[config.mk]
export PLATFORM = sky130hd
export DESIGN_NAME = duc_chain
export DESIGN_NICKNAME = d
export VERILOG_FILES = /design/src/verilog/duc_pkg.sv /design/src/verilog/duc_cfg_if.sv /design/src/verilog/duc_settings.sv /design/src/verilog/interp_strober.sv /design/src/verilog/cic_interp.sv /design/src/verilog/quadrant_rotator.sv /design/src/verilog/gain_scaler.sv /design/src/verilog/duc_chain.sv
export SDC_FILE = /design/constraint.sdc
export NUM_CORES = 2
export LEC_CHECK = 0
export BUFFER_PORTS_ARGS = -buffer_cell sky130_fd_sc_hd__buf_2
export CAP_MARGIN = 20
export CORE_MARGIN = 3
export CORE_UTILIZATION = 50
export DETAILED_ROUTE_END_ITERATION = 8
export PLACE_DENSITY = 0.66
export SYNTH_ARGS = -nofsm -noshare
export SYNTH_HDL_FRONTEND = slang
export SYNTH_HIERARCHICAL = 1
export SYNTH_SLANG_ARGS = --single-unit
[constraint.sdc]
create_clock -name clk -period 8.65 [get_ports clk]
set_input_delay 2.595 -clock clk [delete_from_list [all_inputs] [get_ports clk]]
set_output_delay 2.595 -clock clk [all_outputs]
set_load 0.01 [all_outputs]
[src/verilog/duc_pkg.sv]
// ==========================================================
// DUC shared definitions
// Datapath widths, settings-bus addresses, the settings
// word layout and the interpolation rate limits
// ==========================================================

package duc_pkg;

   // Datapath widths
   localparam int BB_W    = 16;               // one baseband component
   localparam int DSP_W   = 18;               // baseband plus two fraction bits
   localparam int OUT_W   = 24;               // front-end word
   localparam int SCALE_W = 18;
   localparam int PROD_W  = DSP_W + SCALE_W;  // full gain product
   localparam int SET_W   = 32;

   // Gain of 1 << SCALE_SHIFT passes samples unchanged
   localparam int SCALE_SHIFT = 10;
   localparam logic signed [SCALE_W-1:0] SCALE_UNITY = SCALE_W'(1 << SCALE_SHIFT);

   // Interpolation rate is 2**rate_log2, at most 16
   localparam int RATE_LOG2_W   = 3;
   localparam int MAX_RATE_LOG2 = 4;

   // CIC growth is up to 2**MAX_RATE_LOG2, two more bits for the combs
   localparam int CIC_W = DSP_W + MAX_RATE_LOG2 + 2;

   // Settings-bus register map
   localparam logic [7:0] SR_PHASE_INC = 8'd0;
   localparam logic [7:0] SR_SCALE     = 8'd1;
   localparam logic [7:0] SR_RATE      = 8'd2;

   typedef struct packed {
      logic [SET_W-RATE_LOG2_W-1:0] reserved;
      logic [RATE_LOG2_W-1:0]       rate_log2;
   } rate_cfg_t;

   // One settings data word, seen either whole or as a rate word
   typedef union packed {
      logic [SET_W-1:0] raw;
      rate_cfg_t        rate_cfg;
   } settings_word_u;

endpackage

[src/verilog/duc_cfg_if.sv]
// ==========================================================
// DUC configuration bus
// Decoded settings from the settings block to every
// datapath stage
// ==========================================================

interface duc_cfg_if;

   logic [31:0]                             phase_inc;   // NCO step per clock
   logic signed [duc_pkg::SCALE_W-1:0]      scale;
   logic [duc_pkg::RATE_LOG2_W-1:0]         rate_log2;
   logic                                    rate_change; // One cycle after a rate write

   modport cfg_src (
      output phase_inc,
      output scale,
      output rate_log2,
      output rate_change
   );

   // Each stage picks what it needs
   modport cfg_dst (
      input phase_inc,
      input scale,
      input rate_log2,
      input rate_change
   );

endinterface

[src/verilog/duc_settings.sv]
// ==========================================================
// DUC settings decoder
// Turns settings-bus writes into the registered phase
// increment, gain and rate, and flags rate changes
// ==========================================================

module duc_settings (
   input  logic        clk,
   input  logic        rst,
   input  logic        set_stb_i,
   input  logic [7:0]  set_addr_i,
   input  logic [31:0] set_data_i,
   duc_cfg_if.cfg_src  cfg
);

   duc_pkg::settings_word_u                 set_word;
   logic [31:0]                             phase_inc_r;
   logic signed [duc_pkg::SCALE_W-1:0]      scale_r;
   logic [duc_pkg::RATE_LOG2_W-1:0]         rate_r;
   logic [duc_pkg::RATE_LOG2_W-1:0]         rate_clamped;
   logic                                    rate_chg_r;

   assign set_word = set_data_i;

   // Anything above 16x is held at 16x
   always_comb begin
      if (set_word.rate_cfg.rate_log2 > duc_pkg::RATE_LOG2_W'(duc_pkg::MAX_RATE_LOG2))
         rate_clamped = duc_pkg::RATE_LOG2_W'(duc_pkg::MAX_RATE_LOG2);
      else
         rate_clamped = set_word.rate_cfg.rate_log2;
   end

   always_ff @(posedge clk) begin
      if (rst) begin
         phase_inc_r <= '0;
         scale_r     <= duc_pkg::SCALE_UNITY;   // Unity gain
         rate_r      <= '0;                     // No interpolation
         rate_chg_r  <= 1'b0;
      end else begin
         rate_chg_r <= 1'b0;
         if (set_stb_i) begin
            case (set_addr_i)
               duc_pkg::SR_PHASE_INC: phase_inc_r <= set_word.raw;
               duc_pkg::SR_SCALE:     scale_r <= set_word.raw[duc_pkg::SCALE_W-1:0];
               duc_pkg::SR_RATE: begin
                  rate_r     <= rate_clamped;
                  rate_chg_r <= 1'b1;           // Restarts strober and CIC
               end
               default: ;
            endcase
         end
      end
   end

   assign cfg.phase_inc   = phase_inc_r;
   assign cfg.scale       = scale_r;
   assign cfg.rate_log2   = rate_r;
   assign cfg.rate_change = rate_chg_r;

endmodule

[src/verilog/interp_strober.sv]
// ==========================================================
// Interpolation strober
// Requests one baseband sample every 2**rate_log2 clocks
// ==========================================================

module interp_strober (
   input  logic       clk,
   input  logic       rst,
   input  logic       run_i,
   duc_cfg_if.cfg_dst cfg,
   output logic       strobe_o
);

   logic [duc_pkg::MAX_RATE_LOG2-1:0] cnt;
   logic [duc_pkg::MAX_RATE_LOG2:0]   period;
   logic [duc_pkg::MAX_RATE_LOG2-1:0] last;
   logic                              active;

   // Rate is clamped to 16 so the period always fits
   assign period = (duc_pkg::MAX_RATE_LOG2 + 1)'(1) << cfg.rate_log2;
   assign last   = duc_pkg::MAX_RATE_LOG2'(period - 1'b1);
   assign active = run_i & ~cfg.rate_change;

   always_ff @(posedge clk) begin
      if (rst || !active)
         cnt <= '0;                 // Restart from a fresh period
      else if (cnt == last)
         cnt <= '0;
      else
         cnt <= cnt + 1'b1;
   end

   assign strobe_o = active && (cnt == '0);

endmodule

[src/verilog/cic_interp.sv]
// ==========================================================
// Second-order CIC interpolator
// Two combs at the sample rate, two integrators at the
// clock rate, for I and Q, normalised back to unity gain
// ==========================================================

module cic_interp (
   input  logic                              clk,
   input  logic                              rst,
   input  logic                              run_i,
   input  logic                              stb_i,
   input  logic signed [duc_pkg::DSP_W-1:0]  i_i,
   input  logic signed [duc_pkg::DSP_W-1:0]  q_i,
   duc_cfg_if.cfg_dst                        cfg,
   output logic signed [duc_pkg::DSP_W-1:0]  i_o,
   output logic signed [duc_pkg::DSP_W-1:0]  q_o
);

   // Index 0 is I, index 1 is Q
   logic signed [duc_pkg::CIC_W-1:0] din    [2];
   logic signed [duc_pkg::CIC_W-1:0] x_d    [2];   // Previous sample
   logic signed [duc_pkg::CIC_W-1:0] c1_d   [2];   // Previous first difference
   logic signed [duc_pkg::CIC_W-1:0] comb_r [2];
   logic signed [duc_pkg::CIC_W-1:0] integ1 [2];
   logic signed [duc_pkg::CIC_W-1:0] integ2 [2];
   logic signed [duc_pkg::CIC_W-1:0] norm   [2];
   logic                             comb_v;       // Comb output is fresh this cycle
   logic                             clear;

   assign din[0] = i_i;       // Sign extended into the guard bits
   assign din[1] = q_i;

   assign clear = rst | ~run_i | cfg.rate_change;

   always_ff @(posedge clk) begin
      if (clear) begin
         comb_v <= 1'b0;
         for (int ch = 0; ch < 2; ch++) begin
            x_d[ch]    <= '0;
            c1_d[ch]   <= '0;
            comb_r[ch] <= '0;
            integ1[ch] <= '0;
            integ2[ch] <= '0;
         end
      end else begin
         comb_v <= stb_i;
         for (int ch = 0; ch < 2; ch++) begin
            if (stb_i) begin
               x_d[ch]    <= din[ch];
               c1_d[ch]   <= din[ch] - x_d[ch];
               comb_r[ch] <= (din[ch] - x_d[ch]) - c1_d[ch];
            end
            // Zero stuffing between strobes
            integ1[ch] <= integ1[ch] + (comb_v ? comb_r[ch] : '0);
            integ2[ch] <= integ2[ch] + integ1[ch];
         end
      end
   end

   // Gain of the chain is the rate itself, so a plain shift undoes it
   always_comb begin
      for (int ch = 0; ch < 2; ch++)
         norm[ch] = integ2[ch] >>> cfg.rate_log2;
   end

   assign i_o = norm[0][duc_pkg::DSP_W-1:0];
   assign q_o = norm[1][duc_pkg::DSP_W-1:0];

endmodule

[src/verilog/quadrant_rotator.sv]
// ==========================================================
// Quadrant rotator
// Phase accumulator whose top two bits turn the I/Q
// stream in quarter steps
// ==========================================================

module quadrant_rotator (
   input  logic                              clk,
   input  logic                              rst,
   input  logic                              run_i,
   duc_cfg_if.cfg_dst                        cfg,
   input  logic signed [duc_pkg::DSP_W-1:0]  i_i,
   input  logic signed [duc_pkg::DSP_W-1:0]  q_i,
   output logic signed [duc_pkg::DSP_W-1:0]  i_o,
   output logic signed [duc_pkg::DSP_W-1:0]  q_o
);

   logic [31:0] phase;

   // Most negative value has no positive twin, so it pins to the top
   function automatic logic signed [duc_pkg::DSP_W-1:0] sat_neg(
      input logic signed [duc_pkg::DSP_W-1:0] v
   );
      if (v == {1'b1, {(duc_pkg::DSP_W-1){1'b0}}})
         return {1'b0, {(duc_pkg::DSP_W-1){1'b1}}};
      return -v;
   endfunction

   always_ff @(posedge clk) begin
      if (rst || !run_i)
         phase <= '0;
      else
         phase <= phase + cfg.phase_inc;
   end

   always_ff @(posedge clk) begin
      if (rst) begin
         i_o <= '0;
         q_o <= '0;
      end else begin
         case (phase[31:30])
            2'd0: begin i_o <= i_i;          q_o <= q_i;          end
            2'd1: begin i_o <= sat_neg(q_i); q_o <= i_i;          end  // +90 deg
            2'd2: begin i_o <= sat_neg(i_i); q_o <= sat_neg(q_i); end
            default: begin
               i_o <= q_i;                    // -90 deg
               q_o <= sat_neg(i_i);
            end
         endcase
      end
   end

endmodule

[src/verilog/gain_scaler.sv]
// ==========================================================
// Gain scaler
// Multiplies I/Q by the programmed gain, drops the
// fraction and clips to the front-end word width
// ==========================================================

module gain_scaler (
   input  logic                              clk,
   input  logic                              rst,
   duc_cfg_if.cfg_dst                        cfg,
   input  logic signed [duc_pkg::DSP_W-1:0]  i_i,
   input  logic signed [duc_pkg::DSP_W-1:0]  q_i,
   output logic [duc_pkg::OUT_W-1:0]         tx_i_o,
   output logic [duc_pkg::OUT_W-1:0]         tx_q_o
);

   logic signed [duc_pkg::PROD_W-1:0] prod_i;
   logic signed [duc_pkg::PROD_W-1:0] prod_q;

   // Shift then clip, rounding toward minus infinity
   function automatic logic [duc_pkg::OUT_W-1:0] scale_sat(
      input logic signed [duc_pkg::PROD_W-1:0] p
   );
      logic signed [duc_pkg::PROD_W-1:0] s;
      logic [duc_pkg::PROD_W-duc_pkg::OUT_W:0] hi;
      s  = p >>> duc_pkg::SCALE_SHIFT;
      hi = s[duc_pkg::PROD_W-1:duc_pkg::OUT_W-1];
      if (&hi || ~|hi)
         return s[duc_pkg::OUT_W-1:0];       // Fits as is
      else if (s[duc_pkg::PROD_W-1])
         return {1'b1, {(duc_pkg::OUT_W-1){1'b0}}};
      else
         return {1'b0, {(duc_pkg::OUT_W-1){1'b1}}};
   endfunction

   assign prod_i = i_i * cfg.scale;
   assign prod_q = q_i * cfg.scale;

   always_ff @(posedge clk) begin
      if (rst) begin
         tx_i_o <= '0;
         tx_q_o <= '0;
      end else begin
         tx_i_o <= scale_sat(prod_i);
         tx_q_o <= scale_sat(prod_q);
      end
   end

endmodule

[src/verilog/duc_chain.sv]
// ==========================================================
// DUC chain top level
// Settings decode, sample request, CIC interpolation,
// quadrant rotation and gain for one transmit channel
// ==========================================================

module duc_chain (
   input  logic        clk,
   input  logic        rst,
   // Settings bus
   input  logic        set_stb_i,
   input  logic [7:0]  set_addr_i,
   input  logic [31:0] set_data_i,
   // From TX control
   input  logic        run_i,
   input  logic [31:0] sample_i,
   output logic        strobe_o,
   // To TX front end
   output logic [23:0] tx_i_o,
   output logic [23:0] tx_q_o
);

   duc_cfg_if cfg_bus ();

   logic [31:0]                       bb_r;       // Held baseband word, I in the top half
   logic                              bb_stb;     // bb_r was just refreshed
   logic signed [duc_pkg::DSP_W-1:0]  bb_i;
   logic signed [duc_pkg::DSP_W-1:0]  bb_q;
   logic signed [duc_pkg::DSP_W-1:0]  cic_i;
   logic signed [duc_pkg::DSP_W-1:0]  cic_q;
   logic signed [duc_pkg::DSP_W-1:0]  rot_i;
   logic signed [duc_pkg::DSP_W-1:0]  rot_q;

   duc_settings u_settings (
      .clk        (clk),
      .rst        (rst),
      .set_stb_i  (set_stb_i),
      .set_addr_i (set_addr_i),
      .set_data_i (set_data_i),
      .cfg        (cfg_bus.cfg_src)
   );

   interp_strober u_strober (
      .clk      (clk),
      .rst      (rst),
      .run_i    (run_i),
      .cfg      (cfg_bus.cfg_dst),
      .strobe_o (strobe_o)
   );

   // Sample stays put between requests
   always_ff @(posedge clk) begin
      if (strobe_o)
         bb_r <= sample_i;
   end

   always_ff @(posedge clk) begin
      if (rst)
         bb_stb <= 1'b0;
      else
         bb_stb <= strobe_o;
   end

   // Two zero fraction bits below each component
   assign bb_i = {bb_r[2*duc_pkg::BB_W-1 -: duc_pkg::BB_W],
                  {(duc_pkg::DSP_W-duc_pkg::BB_W){1'b0}}};
   assign bb_q = {bb_r[duc_pkg::BB_W-1:0], {(duc_pkg::DSP_W-duc_pkg::BB_W){1'b0}}};

   cic_interp u_cic (
      .clk   (clk),
      .rst   (rst),
      .run_i (run_i),
      .stb_i (bb_stb),
      .i_i   (bb_i),
      .q_i   (bb_q),
      .cfg   (cfg_bus.cfg_dst),
      .i_o   (cic_i),
      .q_o   (cic_q)
   );

   quadrant_rotator u_rotator (
      .clk   (clk),
      .rst   (rst),
      .run_i (run_i),
      .cfg   (cfg_bus.cfg_dst),
      .i_i   (cic_i),
      .q_i   (cic_q),
      .i_o   (rot_i),
      .q_o   (rot_q)
   );

   gain_scaler u_scaler (
      .clk    (clk),
      .rst    (rst),
      .cfg    (cfg_bus.cfg_dst),
      .i_i    (rot_i),
      .q_i    (rot_q),
      .tx_i_o (tx_i_o),
      .tx_q_o (tx_q_o)
   );

endmodule

==> Flow_metrics.wiki <==
{| class="wikitable"
! Metric !! Value
|-
| Fraction of registers with async set or reset after synthesis || 0%
|-
| Most frequent cells in the layout || 879 x sky130_fd_sc_hd__inv_1, 665 x sky130_fd_sc_hd__fa_1, 532 x sky130_fd_sc_hd__nand2_1
|-
| Power per cell area || 100.7 nW/um^2
|-
| Count of endpoints failing hold in the final timing report || 0
|-
| Final net count || 6666
|-
| CP startpoint kind || register
|-
| Vias after detailed routing || 37.19k
|-
| Total clock buffers created by CTS || 53
|-
| Clock insertion delay at the later pin of the skew report || 0.65 ns
|-
| Clock slew at the register clock pins of the worst setup and hold paths || 0.07 ns
|-
| Area of the core region || 100400 sq um
|-
| Via count of the first global-routing pass || 38.32k
|-
| Mean post-synth cell area || 9.150 sq um
|-
| Wirelength, routed || 116100 microns
|-
| Placement-stage cell area || 52440 sq um
|-
| Post-Synth Simple-Gate Area || 17.29%
|-
| Critical path's largest stage delay || 0.79 ns
|-
| Largest net degree at the start of global routing || 70
|-
| CTS H-tree lvls || 2
|-
| Type of destination of the critical path || register
|-
| Worst reg2reg path depth || 24
|-
| Fin. max-slew vios || 0
|-
| Number of buffers inserted for hold repair after clock tree synthesis || 0
|-
| Switching power summed over all nets || 1.419 mW
|-
| Data required time at the worst endpoint || 9.13 ns
|-
| Post-layout util || 54.29%
|-
| Sequential group share of total power || 40.2%
|-
| Min-delay src || u_settings/cfg.scale[9]
|-
| Layout cell share with drive strength beyond 1 || 6.501%
|-
| Post-cts gate resize count || 0
|-
| Clock root buffer || sky130_fd_sc_hd__clkbuf_16
|-
| Portion of netlist area occupied by mux cells || 2.952%
|-
| Cell repeated most along the worst path || sky130_fd_sc_hd__inv_1
|-
| Max cap viols || 0
|-
| Most frequent standard cell in the layout excluding fill and tap cells || sky130_fd_sc_hd__inv_1
|-
| Run status || finished clean
|-
| Total standard cell area after synthesis || 50740 sq um
|-
| Initial core utilization || 50.52%
|-
| Top-level port count || 125
|-
| Xor and xnor fraction of the mapped netlist area || 4.229%
|-
| Height of the die || 324.5 microns
|-
| Portion of total power attributed to combinational logic || 13.9%
|-
| FF-to-FF End || u_scaler/tx_q_o[14]
|-
| Fmax achieved || 129.7 MHz
|-
| End point of the worst hold path || u_settings/cfg.scale[9]
|-
| Total non-filler cell area in the finished layout || 54520 sq um
|-
| Category of the critical setup timing path || reg2reg
|-
| Crit-path slowest cell || sky130_fd_sc_hd__dfxtp_1
|-
| Router iterations before antenna repair || 8
|-
| Proportion of power drawn by the clock network || 45.9%
|-
| Number of endpoints failing setup at the final stage || 0
|-
| Crit share post-route || 89.13%
|-
| Slack of the worst reg-to-reg path || 0.94 ns
|-
| Number of nets with antenna violations after detailed routing || 0
|-
| Total Routing Usage GR || 22.13%
|-
| CTS max path bufs || 3
|-
| Cells on Worst Hold Path || 2
|-
| Combinational family with the most area after synthesis || adder cells
|-
| Endpoint arrival time on the critical path || 8.19 ns
|-
| First-iteration detailed-routing DRC count || 2167
|-
| Die X || 324.5 microns
|-
| Class of the tightest hold or removal check || reg2reg
|-
| Number of port buffers || 124
|-
| Internal power contribution || 4.069 mW
|-
| Half-perimeter wire length of the detailed placement result || 89840 microns
|-
| First-pass GRT wire length || 193100 microns
|-
| Clock tree from TritonCTS || yes
|-
| Reg2reg start || u_rotator/q_o[17]
|-
| GRT Residual Overflow || 0
|-
| Critical Path, Cell by Cell || nand2_1, inv_1, fa_1, inv_1, fa_1, inv_1, ha_1, inv_1, fa_1, inv_1, fa_1, inv_1, fa_1, inv_1, ha_1, nand2_1, o21bai_1, a2111oi_0, nand3_1, nand3_1, a31oi_1, xnor2_1, o21a_1, o21ai_0
|-
| Number of warning messages in the yosys log || 6
|-
| Net Sw Frac || 25.86%
|-
| Max Clock Skew || 0.02996 ns
|-
| Mapped Cells || 5545
|-
| Standard-cell row count || 116
|-
| Sequential-to-total area share from yosys stat || 20.44%
|-
| Crit-path max FO || 23
|-
| Worst-margin pin slew || 1.073 ns
|-
| Number of antenna violations at the first check in global routing || 3
|-
| Cell variety after synth || 98
|-
| Most used flip-flop cell after synthesis || sky130_fd_sc_hd__dfxtp_1
|-
| Compound-cell area share of the yosys netlist || 10.86%
|-
| Worst hold slack || 0.4775 ns
|-
| Number of setup buffers added after CTS || 0
|-
| Mean routed wirelength per cell || 16.73 microns
|-
| Worst voltage drop across the vdd grid || 0.1699 mV
|-
| RSZ-0062 raised after global routing || no
|-
| GP Congestion || 0.9008
|-
| Area of the die || 105300 sq um
|-
| Slew headroom || 27.88%
|-
| Flop and latch count out of synthesis || 436
|-
| Setup total negative slack || 0 ns
|-
| Post-synth EDFFs || 164
|-
| Area growth, synth to finish || 7.465%
|-
| Via density || 5.357
|-
| Cell leakage power || 26.27 nW
|-
| Number of remaining DRC errors || 0
|-
| Final critical delay including setup and external delays || 7.710 ns
|-
| Adder-cell share of the synthesized area || 35.76%
|-
| CTS sink cnt || 436
|}
[state kept, by name, indices dropped and copies added, names as in the netlist]
signal                      count
bb_r                           32
bb_stb                          1
u_cic/c1_d                     48
u_cic/comb_r                   48
u_cic/comb_v                    1
u_cic/integ1                   48
u_cic/integ2                   48
u_cic/x_d                      36
u_rotator/i_o                  18
u_rotator/phase                32
u_rotator/q_o                  18
u_scaler/tx_i_o                24
u_scaler/tx_q_o                24
u_settings/cfg.phase_inc       32
u_settings/cfg.rate_change      1
u_settings/cfg.rate_log2        3
u_settings/cfg.scale           18
u_strober/cnt                   4
[per-stage QoR]
stage                     worst slack [ns]  std cells  power [mW]
final                               0.9404       6942       5.488
after global routing                0.2704       6941       5.743
after CTS                            1.013       6939       5.566
after detailed placement             1.034       6839       3.010
after global placement               1.203       6839       2.995
after floorplan                      1.852       5551       2.856
[power groups by stage]
stage	Sequential, mW	Clock (mW)	Combinational, mW
after floorplan	2.25	0	0.608
after global placement	2.25	0	0.746
after detailed placement	2.25	0	0.760
after CTS	2.21	2.60	0.765
after global routing	2.21	2.67	0.864
final	2.21	2.52	0.763
[worst max-delay path: cells and delay by family, from the launching register on]
family                     cells  cell delay, ns
DFF                            1            0.79
xor gates and xnor gates       1            0.24
and+or+nand+nor                4            0.68
buffers and inverters          7            0.94
adders and majority gates      7            3.29
AOI/OAI and AO/OA              5            1.57
[synth_stat cells (7+ instances only)]
cell type	number	share of area, %
sky130_fd_sc_hd__a21boi_0	9	0.13
sky130_fd_sc_hd__nor4_1	13	0.16
sky130_fd_sc_hd__o211ai_1	35	0.52
sky130_fd_sc_hd__a21oi_1	197	1.9
sky130_fd_sc_hd__o21bai_1	18	0.27
sky130_fd_sc_hd__o22ai_1	8	0.099
sky130_fd_sc_hd__a2111oi_0	13	0.22
sky130_fd_sc_hd__ha_1	386	9.5
sky130_fd_sc_hd__clkbuf_1	205	1.5
sky130_fd_sc_hd__a211oi_1	56	0.83
sky130_fd_sc_hd__and4_1	8	0.14
sky130_fd_sc_hd__xnor2_1	127	2.2
sky130_fd_sc_hd__a31oi_1	33	0.41
sky130_fd_sc_hd__edfxtp_1	164	9.7
sky130_fd_sc_hd__nor2_1	324	2.4
sky130_fd_sc_hd__nand3_1	53	0.52
sky130_fd_sc_hd__nand2b_1	142	1.8
sky130_fd_sc_hd__nor3b_1	13	0.19
sky130_fd_sc_hd__buf_2	11	0.11
sky130_fd_sc_hd__dfxtp_1	272	11
sky130_fd_sc_hd__a21o_1	129	1.9
sky130_fd_sc_hd__or3_1	21	0.26
sky130_fd_sc_hd__and2_1	372	4.6
sky130_fd_sc_hd__xor2_1	118	2.0
sky130_fd_sc_hd__inv_1	879	6.5
sky130_fd_sc_hd__or4_1	7	0.10
sky130_fd_sc_hd__mux4_2	13	0.58
sky130_fd_sc_hd__and3_1	62	0.76
sky130_fd_sc_hd__nor3_1	75	0.74
sky130_fd_sc_hd__mux2_2	19	0.42
sky130_fd_sc_hd__o31ai_1	38	0.56
sky130_fd_sc_hd__nand2_1	533	3.9
sky130_fd_sc_hd__fa_1	665	26
sky130_fd_sc_hd__nand4_1	26	0.32
sky130_fd_sc_hd__a31o_2	12	0.21
sky130_fd_sc_hd__o31a_1	8	0.14
sky130_fd_sc_hd__nor2b_1	49	0.60
sky130_fd_sc_hd__a41oi_1	9	0.16
sky130_fd_sc_hd__buf_1	9	0.067
sky130_fd_sc_hd__or2_2	14	0.17
sky130_fd_sc_hd__mux2i_1	99	2.0
sky130_fd_sc_hd__o21a_1	45	0.67
sky130_fd_sc_hd__o21ai_0	139	1.4
[kinds of logic (layout without fill, tap and decap cells)]
kind of cell             count (synthesis)  after routing
XOR/XNOR                               245            245
other                                    1              8
AO/OA/AOI/OAI                          819            819
buffers and inverters                 1118           1151
multiplexers                           131            131
AND/OR/NAND/NOR                       1744           1744
adder cells (fa/ha/maj)               1051           1051
flip-flops                             436            436
[how the worst max path moves through the flow]
stage	from	to	slack [ns]	cells past startpoint
finish	u_rotator/q_o[17]	u_scaler/tx_q_o[14]	0.94	24
global route	u_rotator/q_o[17]	u_scaler/tx_q_o[14]	0.27	24
CTS	u_rotator/q_o[17]	u_scaler/tx_q_o[18]	1.01	24
detailed placement	u_settings/cfg.scale[5]	u_scaler/tx_i_o[20]	1.03	22
global placement	u_settings/cfg.scale[8]	u_scaler/tx_i_o[8]	1.20	22
floorplan	u_settings/cfg.scale[1]	u_scaler/tx_i_o[11]	1.85	26
[routing by layer]
layer	global-route usage, %	routed length, microns	up-vias
li1	-	-	17960
met1	27.87	49020	18100
met2	39.44	57910	914
met3	3.216	5784	211
met4	6.481	3383	2
met5	0	12	-
[final cells by class]
type / instances / area (sq um)
Fill cell: 9185 / 45910
Multi-Input combinational cell: 3997 / 36120
Sequential cell: 436 / 10380
Inverter: 883 / 3314
Tap cell: 1357 / 1698
Clock buffer: 66 / 1504
Timing Repair Buffer: 168 / 980.9
Clock inverter: 34 / 533.0
Antenna cell: 1 / 2.502
Note: power is estimated with default switching activity, not from simulation.
